`src/hw/ppc_bus_pkg.sv`:
```
// ppc bus package with the shared widths, bus structs and state encodings of the split bus
package ppc_bus_pkg;

	// the alternating address arbiter is only defined for two masters
	localparam int NUM_MASTERS = 2;

	// widths that carry a meaning on the bus
	typedef logic [0:0] master_id_t;
	typedef logic [15:0] bus_addr_t;
	typedef logic [31:0] bus_data_t;

	typedef enum logic {
		XFER_READ  = 1'b0,
		XFER_WRITE = 1'b1
	} xfer_kind_t;

	// one command as handed to a master from outside
	typedef struct packed {
		xfer_kind_t kind;
		bus_addr_t  addr;
		bus_data_t  wdata;
	} bus_cmd_t;

	// address bus contribution of one master, zero unless it drives a transfer start
	typedef struct packed {
		logic       ts;
		xfer_kind_t kind;
		bus_addr_t  addr;
	} addr_bus_t;

	// data bus contribution of one master, dbb is high while it holds the data bus
	typedef struct packed {
		logic      dbb;
		bus_data_t wdata;
	} data_bus_t;

	// IDLE1 and IDLE2 also remember who owned the address bus last
	typedef enum logic [2:0] {
		IDLE1, IDLE2, GRANTED1, GRANTED1_AACK, GRANTED2, GRANTED2_AACK
	} arb_state_t;

	typedef enum logic [2:0] {
		IDLE, REQUEST, START, ADDR_WAIT, RETRY_WINDOW, DATA_WAIT, DATA_TENURE
	} master_state_t;

endpackage

```
`src/hw/addr_arbiter.sv`:
```
// address bus arbiter that alternates under contention, parks the last owner and holds off on retry
`timescale 1ns/10ps

module addr_arbiter import ppc_bus_pkg::*; (
	input  logic                   clk,
	input  logic                   rst_n,
	input  logic [NUM_MASTERS-1:0] br_n,
	input  logic                   ts,
	input  logic                   aack_n,
	input  logic                   artry_n,
	output logic [NUM_MASTERS-1:0] bg_n
);

	arb_state_t state;

	// a request from each master, active high
	logic req0;
	logic req1;

	assign req0 = !br_n[0];
	assign req1 = !br_n[1];

	always_ff @(posedge clk) begin
		if (!rst_n) begin
			// after reset master 0 counts as the last owner
			state <= IDLE1;
		end else begin
			case (state)
				IDLE1, IDLE2: begin
					if (!artry_n) begin
						// no grant inside the retry window, the snooper
						// needs the bus free for its own request
						state <= state;
					end else if (ts) begin
						// a start without a fresh grant means the parked
						// owner used the bus, so track it as granted until
						// its acknowledge comes back
						state <= (state == IDLE1) ? GRANTED1 : GRANTED2;
					end else if (req0 && !req1) begin
						state <= GRANTED1;
					end else if (req1 && !req0) begin
						state <= GRANTED2;
					end else if (!req0 && !req1) begin
						state <= state;
					end else begin
						// both are asking, the one that did not own the
						// bus last gets it
						state <= (state == IDLE1) ? GRANTED2 : GRANTED1;
					end
				end
				GRANTED1: begin
					if (!aack_n)
						state <= GRANTED1_AACK;
				end
				// the grant stays out during the retry window cycle
				GRANTED1_AACK: begin
					state <= IDLE1;
				end
				GRANTED2: begin
					if (!aack_n)
						state <= GRANTED2_AACK;
				end
				GRANTED2_AACK: begin
					state <= IDLE2;
				end
				default: begin
					state <= IDLE1;
				end
			endcase
		end
	end

	// grants are pure decodes of the registered state
	assign bg_n[0] = !(state == GRANTED1 || state == GRANTED1_AACK);
	assign bg_n[1] = !(state == GRANTED2 || state == GRANTED2_AACK);

endmodule

```
`src/hw/data_arbiter.sv`:
```
// data bus arbiter granting masters in the order their address tenures completed
`timescale 1ns/10ps

module data_arbiter import ppc_bus_pkg::*; (
	input  logic                   clk,
	input  logic                   rst_n,
	input  logic                   addr_done,
	input  master_id_t             addr_done_id,
	input  logic                   dbb_any,
	input  logic                   ta_n,
	output logic [NUM_MASTERS-1:0] dbg_n
);

	// two entries cover one finished address tenure per master
	master_id_t fifo [2];
	logic       wr_ptr;
	logic       rd_ptr;
	logic [1:0] fifo_cnt;

	// active spans from the grant pulse until the transfer acknowledge
	logic       active;
	logic       dbg_valid;
	master_id_t dbg_id;

	logic pop;
	logic grant;

	assign pop   = !ta_n;
	assign grant = (fifo_cnt != 2'd0) && !active && !dbb_any;

	always_ff @(posedge clk) begin
		if (!rst_n) begin
			wr_ptr    <= 1'b0;
			rd_ptr    <= 1'b0;
			fifo_cnt  <= 2'd0;
			active    <= 1'b0;
			dbg_valid <= 1'b0;
			dbg_id    <= '0;
		end else begin
			// the grant is a single cycle pulse
			dbg_valid <= 1'b0;
			if (grant) begin
				dbg_valid <= 1'b1;
				dbg_id    <= fifo[rd_ptr];
				active    <= 1'b1;
			end else if (pop) begin
				active <= 1'b0;
			end
			if (addr_done)
				wr_ptr <= !wr_ptr;
			if (pop)
				rd_ptr <= !rd_ptr;
			case ({addr_done, pop})
				2'b10:   fifo_cnt <= fifo_cnt + 2'd1;
				2'b01:   fifo_cnt <= fifo_cnt - 2'd1;
				default: fifo_cnt <= fifo_cnt;
			endcase
		end
	end

	// the id entries themselves need no reset
	always_ff @(posedge clk) begin
		if (addr_done)
			fifo[wr_ptr] <= addr_done_id;
	end

	always_comb begin
		for (int i = 0; i < NUM_MASTERS; i++)
			dbg_n[i] = !(dbg_valid && dbg_id == master_id_t'(i));
	end

endmodule

```
`src/hw/bus_master.sv`:
```
// bus master sequencing one command through its address tenure and its single-beat data tenure
`timescale 1ns/10ps

module bus_master import ppc_bus_pkg::*; (
	input  logic      clk,
	input  logic      rst_n,
	input  logic      cmd_strobe,
	input  bus_cmd_t  cmd,
	input  logic      bg_n,
	input  logic      aack_n,
	input  logic      artry_n,
	input  logic      dbg_n,
	input  logic      ta_n,
	input  bus_data_t read_data,
	output logic      br_n,
	output addr_bus_t abus,
	output data_bus_t dbus,
	output logic      addr_done,
	output logic      idle,
	output logic      done,
	output bus_data_t rdata
);

	master_state_t state;
	bus_cmd_t      cmd_q;

	always_ff @(posedge clk) begin
		if (!rst_n) begin
			state <= IDLE;
			done  <= 1'b0;
		end else begin
			done <= 1'b0;
			case (state)
				IDLE: begin
					// a strobe is only taken while idle
					if (cmd_strobe)
						state <= REQUEST;
				end
				REQUEST: begin
					// a grant seen here can only be ours, since no other
					// tenure of this master is open
					if (!bg_n)
						state <= START;
				end
				START: begin
					state <= ADDR_WAIT;
				end
				ADDR_WAIT: begin
					// only one address tenure runs at a time, so the
					// acknowledge in this state belongs to us
					if (!aack_n)
						state <= RETRY_WINDOW;
				end
				RETRY_WINDOW: begin
					// a retry sends us back to arbitrate again with the
					// same command
					if (!artry_n)
						state <= REQUEST;
					else
						state <= DATA_WAIT;
				end
				DATA_WAIT: begin
					if (!dbg_n)
						state <= DATA_TENURE;
				end
				DATA_TENURE: begin
					if (!ta_n) begin
						state <= IDLE;
						done  <= 1'b1;
					end
				end
				default: begin
					state <= IDLE;
				end
			endcase
		end
	end

	// command and returned data are payload registers
	always_ff @(posedge clk) begin
		if (state == IDLE && cmd_strobe)
			cmd_q <= cmd;
		if (state == DATA_TENURE && !ta_n && cmd_q.kind == XFER_READ)
			rdata <= read_data;
	end

	// request is held from the cycle after acceptance until the start
	assign br_n = !(state == REQUEST);

	// the address bus is driven for the single start cycle only
	always_comb begin
		abus = '0;
		if (state == START) begin
			abus.ts   = 1'b1;
			abus.kind = cmd_q.kind;
			abus.addr = cmd_q.addr;
		end
	end

	// dbb and the write data stay up for the whole data tenure
	always_comb begin
		dbus = '0;
		if (state == DATA_TENURE) begin
			dbus.dbb   = 1'b1;
			dbus.wdata = cmd_q.wdata;
		end
	end

	// the address tenure is complete when the window passes without retry
	assign addr_done = (state == RETRY_WINDOW) && artry_n;
	assign idle      = (state == IDLE);

endmodule

```
`src/hw/bus_target.sv`:
```
// bus target answering address tenures with acknowledge or retry and serving single-beat data
`timescale 1ns/10ps

module bus_target import ppc_bus_pkg::*; #(
	parameter int ACK_LAT   = 2,
	parameter int DATA_LAT  = 3,
	parameter int MEM_WORDS = 64
) (
	input  logic                        clk,
	input  logic                        rst_n,
	input  addr_bus_t [NUM_MASTERS-1:0] abus,
	input  data_bus_t [NUM_MASTERS-1:0] dbus,
	input  logic                        snoop_hold,
	input  logic                        retry_ok,
	output logic                        aack_n,
	output logic                        artry_n,
	output logic                        ta_n,
	output bus_data_t                   read_data
);

	localparam int ACK_W = $clog2(ACK_LAT) + 1;
	localparam int DAT_W = $clog2(DATA_LAT) + 1;
	localparam int IDX_W = $clog2(MEM_WORDS);

	// only the bus owner drives non-zero values, so an OR merges the masters
	addr_bus_t abus_m;
	data_bus_t dbus_m;

	assign abus_m = abus[0] | abus[1];
	assign dbus_m = dbus[0] | dbus[1];

	// address tenure timing
	logic             a_busy;
	logic             a_window;
	logic [ACK_W-1:0] a_cnt;
	bus_addr_t        lat_addr;
	xfer_kind_t       lat_kind;
	logic             snooped;

	// data tenure timing
	logic             d_busy;
	logic [DAT_W-1:0] d_cnt;
	logic             ta;

	// acknowledged addresses waiting for their data tenure
	bus_addr_t  aq_addr [2];
	xfer_kind_t aq_kind [2];
	logic       aq_wr;
	logic       aq_rd;

	bus_data_t       mem [MEM_WORDS];
	logic [IDX_W-1:0] head_idx;

	always_ff @(posedge clk) begin
		if (!rst_n) begin
			a_busy   <= 1'b0;
			a_window <= 1'b0;
			a_cnt    <= '0;
			d_busy   <= 1'b0;
			d_cnt    <= '0;
			aq_wr    <= 1'b0;
			aq_rd    <= 1'b0;
		end else begin
			// the retry window is the one cycle after the acknowledge
			a_window <= 1'b0;
			if (a_busy) begin
				if (a_cnt == '0) begin
					a_busy   <= 1'b0;
					a_window <= 1'b1;
				end else begin
					a_cnt <= a_cnt - 1'b1;
				end
			end else if (abus_m.ts) begin
				a_busy <= 1'b1;
				a_cnt  <= ACK_W'(ACK_LAT - 1);
			end
			// dbb staying high through the acknowledge cycle is not a new start
			if (d_busy) begin
				if (d_cnt == '0)
					d_busy <= 1'b0;
				else
					d_cnt <= d_cnt - 1'b1;
			end else if (dbus_m.dbb) begin
				d_busy <= 1'b1;
				d_cnt  <= DAT_W'(DATA_LAT - 1);
			end
			if (retry_ok)
				aq_wr <= !aq_wr;
			if (ta)
				aq_rd <= !aq_rd;
		end
	end

	// payload side with the address latch, the queue entries and the memory
	always_ff @(posedge clk) begin
		if (abus_m.ts) begin
			lat_addr <= abus_m.addr;
			lat_kind <= abus_m.kind;
			// the snooper decision is taken at the start of the tenure
			snooped  <= snoop_hold;
		end
		if (retry_ok) begin
			aq_addr[aq_wr] <= lat_addr;
			aq_kind[aq_wr] <= lat_kind;
		end
		if (ta && aq_kind[aq_rd] == XFER_WRITE)
			mem[head_idx] <= dbus_m.wdata;
	end

	assign ta       = d_busy && (d_cnt == '0);
	assign head_idx = aq_addr[aq_rd][IDX_W-1:0];

	assign aack_n    = !(a_busy && a_cnt == '0);
	assign artry_n   = !(a_window && snooped);
	assign ta_n      = !ta;
	assign read_data = mem[head_idx];

endmodule

```
`src/hw/ppc_bus_subsys.sv`:
```
// two-master split bus subsystem with address and data arbiters and one memory target
`timescale 1ns/10ps

module ppc_bus_subsys import ppc_bus_pkg::*; #(
	parameter int ACK_LAT   = 2,
	parameter int DATA_LAT  = 3,
	parameter int MEM_WORDS = 64
) (
	input  logic                        clk,
	input  logic                        rst_n,
	input  logic      [NUM_MASTERS-1:0] cmd_strobe,
	input  bus_cmd_t  [NUM_MASTERS-1:0] cmd,
	input  logic                        snoop_hold,
	output logic      [NUM_MASTERS-1:0] idle,
	output logic      [NUM_MASTERS-1:0] done,
	output bus_data_t [NUM_MASTERS-1:0] rdata
);

	logic      [NUM_MASTERS-1:0] br_n;
	logic      [NUM_MASTERS-1:0] bg_n;
	logic      [NUM_MASTERS-1:0] dbg_n;
	logic      [NUM_MASTERS-1:0] addr_done;
	addr_bus_t [NUM_MASTERS-1:0] abus;
	data_bus_t [NUM_MASTERS-1:0] dbus;

	logic       aack_n;
	logic       artry_n;
	logic       ta_n;
	bus_data_t  read_data;
	logic       ts_any;
	logic       dbb_any;
	logic       addr_done_any;
	master_id_t addr_done_id;

	assign ts_any        = abus[0].ts | abus[1].ts;
	assign dbb_any       = dbus[0].dbb | dbus[1].dbb;
	assign addr_done_any = |addr_done;
	// at most one address tenure completes per cycle
	assign addr_done_id  = master_id_t'(addr_done[1]);

	addr_arbiter u_addr_arb (
		.clk     (clk),
		.rst_n   (rst_n),
		.br_n    (br_n),
		.ts      (ts_any),
		.aack_n  (aack_n),
		.artry_n (artry_n),
		.bg_n    (bg_n)
	);

	data_arbiter u_data_arb (
		.clk          (clk),
		.rst_n        (rst_n),
		.addr_done    (addr_done_any),
		.addr_done_id (addr_done_id),
		.dbb_any      (dbb_any),
		.ta_n         (ta_n),
		.dbg_n        (dbg_n)
	);

	for (genvar i = 0; i < NUM_MASTERS; i++) begin : g_master
		bus_master u_master (
			.clk        (clk),
			.rst_n      (rst_n),
			.cmd_strobe (cmd_strobe[i]),
			.cmd        (cmd[i]),
			.bg_n       (bg_n[i]),
			.aack_n     (aack_n),
			.artry_n    (artry_n),
			.dbg_n      (dbg_n[i]),
			.ta_n       (ta_n),
			.read_data  (read_data),
			.br_n       (br_n[i]),
			.abus       (abus[i]),
			.dbus       (dbus[i]),
			.addr_done  (addr_done[i]),
			.idle       (idle[i]),
			.done       (done[i]),
			.rdata      (rdata[i])
		);
	end

	bus_target #(
		.ACK_LAT   (ACK_LAT),
		.DATA_LAT  (DATA_LAT),
		.MEM_WORDS (MEM_WORDS)
	) u_target (
		.clk        (clk),
		.rst_n      (rst_n),
		.abus       (abus),
		.dbus       (dbus),
		.snoop_hold (snoop_hold),
		.retry_ok   (addr_done_any),
		.aack_n     (aack_n),
		.artry_n    (artry_n),
		.ta_n       (ta_n),
		.read_data  (read_data)
	);

endmodule

```
`config.mk`:
```
export PLATFORM = sky130hd
export DESIGN_NAME = ppc_bus_subsys
export DESIGN_NICKNAME = d
export VERILOG_FILES = /design/src/hw/ppc_bus_pkg.sv /design/src/hw/addr_arbiter.sv /design/src/hw/data_arbiter.sv /design/src/hw/bus_master.sv /design/src/hw/bus_target.sv /design/src/hw/ppc_bus_subsys.sv
export SDC_FILE = /design/constraint.sdc
export NUM_CORES = 2
export LEC_CHECK = 0
export ABC_AREA = 1
export ABC_CLOCK_PERIOD_IN_PS = 10110
export BUFFER_PORTS_ARGS = -buffer_cell sky130_fd_sc_hd__buf_2
export CORE_MARGIN = 10
export CORE_UTILIZATION = 35
export CTS_CLUSTER_SIZE = 14
export DETAILED_ROUTE_END_ITERATION = 7
export GPL_TIMING_DRIVEN = 0
export PLACE_DENSITY = 0.56
export RECOVER_POWER = 100
export SYNTH_ARGS = -nofsm -noshare
export SYNTH_HDL_FRONTEND = slang
export SYNTH_HIERARCHICAL = 1
export SYNTH_SLANG_ARGS = --single-unit
```
`constraint.sdc`:
```
create_clock -name clk -period 10.11 [get_ports clk]
set_input_delay 2.022 -clock clk [delete_from_list [all_inputs] [get_ports clk]]
set_output_delay 2.022 -clock clk [all_outputs]
set_load 0.02 [all_outputs]
```
==> flow_summary.json <==
{
  "drt_wl_total_um": 315800,
  "finish.utilization_pct": 40.06,
  "r2r_setup_slack_ps": 2360,
  "whs_endpoint": "u_target/aq_addr[0][3]",
  "hp-start": "u_target/lat_addr[3]",
  "stdcell_count": 12000,
  "setup_tns_ps": 0,
  "criticalPathCategory": "reg2reg",
  "dieArea_um2": 287400,
  "antenna_found_initial": 29,
  "skew_ps": 59.09,
  "synth_warnings": 6,
  "maxSlewViolCount": 3965,
  "wire_per_inst_um": 26.33,
  "crit_required_ps": 10580,
  "track_usage_pct": 21.24,
  "synth.cell_area_um2": 93210,
  "routed-via-count": 61500,
  "hold_ws_ps": 443.5,
  "hold_class": "reg2reg",
  "numClockSinks": 2243,
  "drtIter0Drc": 8188,
  "cp-start-kind": "register",
  "syn_avg_cell_area_um2": 12.01,
  "drv_cap": 150,
  "post_cts_buffers": 0,
  "die_w_um": 536.1,
  "hold_depth": 0,
  "clk_path_buf_depth": 3,
  "place_inst": 11550,
  "cts_inserted_buffers": 235,
  "multi_input_area_um2": 19910,
  "hold_viol": 0,
  "viasPerCell": 5.127,
  "path_clk_slew_ps": 60,
  "seq_area_um2": 67060,
  "min_period_ps": 7747,
  "wl_met3_um": 33170,
  "row_count": 189,
  "ir_drop_mv": 0.2093,
  "fp.dieH_um": 536.1,
  "drc": 0,
  "setup_viol": 0,
  "syn_inst": 7759,
  "tightest_slew_ps": 4721,
  "m1WireLength_um": 122900,
  "crit_fanout": 24,
  "ctsRootBufferMaster": "clkbuf_16",
  "final_common_cell": "edfxtp_1",
  "hpwl_um": 217000,
  "maxSlewHeadroom_pct": -214.7,
  "portBuffers": 150,
  "ios": 171,
  "gp_congestion": 0.9162,
  "grt_max_degree": 65,
  "syn2layout_area_growth_pct": 13.94,
  "max_clock_freq_ghz": 0.1291,
  "cts_resized": 0,
  "top_layer": "met5",
  "hold_buffers": 0,
  "r2r_end": "u_target/mem[20][7]",
  "gr-total-overflow": 0,
  "layout_common_cells": "edfxtp_1, nand2_1, inv_1",
  "first_pass_iters": 8,
  "critPathArrivalTime_ps": 8210,
  "powerDensity_nw_per_um2": 259.0,
  "antenna_left": 0,
  "initial_core_util_pct": 35.16,
  "core_um2": 265100,
  "wl_met2_um": 140800,
  "leakage_nw": 41.04,
  "rsz0062_at_grt": "no",
  "grt_pass1_vias": 57900,
  "nFillCells": 24960,
  "outcome": "finished with violations",
  "grt_pass1_wl_um": 437100,
  "clock_latency_ps": 910,
  "p_total_mw": 27.50,
  "period_share_pct": 76.63,
  "violations": "max-capacitance violations, max-slew violations",
  "crit_path_end_kind": "register",
  "r2r_cells": 9,
  "drive_gt1_share_pct": 13.68,
  "h-tree-depth": 4,
  "cts_tree": "done",
  "nets": 8356,
  "synth_nets": 7866
}
==> flip-flops by register name, indices dropped and copies added, names as in the netlist, 2 cells and up, named ones only <==
| register | count |
|---|---|
| u_target/mem | 2048 |
| g_master.u_master/cmd_q | 78 |
| g_master.u_master/rdata | 64 |
| u_target/aq_addr | 12 |
| g_master.u_master/state | 6 |
| u_target/lat_addr | 6 |
| u_addr_arb/state | 3 |
| u_target/d_cnt | 3 |
| g_master.u_master/done | 2 |
| u_data_arb/fifo | 2 |
| u_data_arb/fifo_cnt | 2 |
| u_target/a_cnt | 2 |
| u_target/aq_kind | 2 |
==> power by group <==
part           internal, mW  total (mW)  switching, mW
registers              10.7        10.8         0.0640
clock network          4.72        8.48           3.75
logic                  1.85        8.25           6.40
==> stage by stage <==
stage	worst slack, ps	instance area, µm²
floorplan	5967	93210
global placement	1516	98380
detailed placement	5261	101200
CTS	5183	108700
global route	2521	106200
finish	2363	106200
==> area by class of cell <==
class                      instances  area share, %
sequential                      2243          63.14
multi-input combinational       4025          18.74
clock buffer                     298          5.778
tap                             3533          4.162
inverter                        1115          3.941
buffer                           376          1.891
clock inverter                   142          1.301
timing repair buffer             253          1.015
antenna                           10        0.02356
==> routing by layer <==
metal,track usage (%),vias to the layer above
li1,-,27200
met1,28.17,30310
met2,33.29,3311
met3,4.450,677
met4,10.17,4
met5,0,-
==> worst max path at each step <==
stage                                          endpoint  slack (ps)              start
after floorplan           g_master[0].u_master/cmd_q[0]        5970      cmd_strobe[0]
after global placement    g_master[0].u_master/rdata[7]        1520  u_target/d_cnt[0]
after detailed placement           u_target/mem[45][11]        5260  u_target/d_cnt[0]
after CTS                          u_target/mem[51][11]        5180  u_target/d_cnt[0]
after global routing                u_target/mem[20][7]        2520           register
final                               u_target/mem[20][7]        2360           register
==> critical path, cell delays in order, from the launching register on <==
cell,delay (ps)
dfxtp_1,350
inv_1,150
nand2_1,100
nand2_1,80
nor2_1,1000
clkbuf_1,970
clkbuf_1,710
nand3_1,550
nor2_1,1680
clkbuf_1,1650
Power figures use the tool's default switching activity.
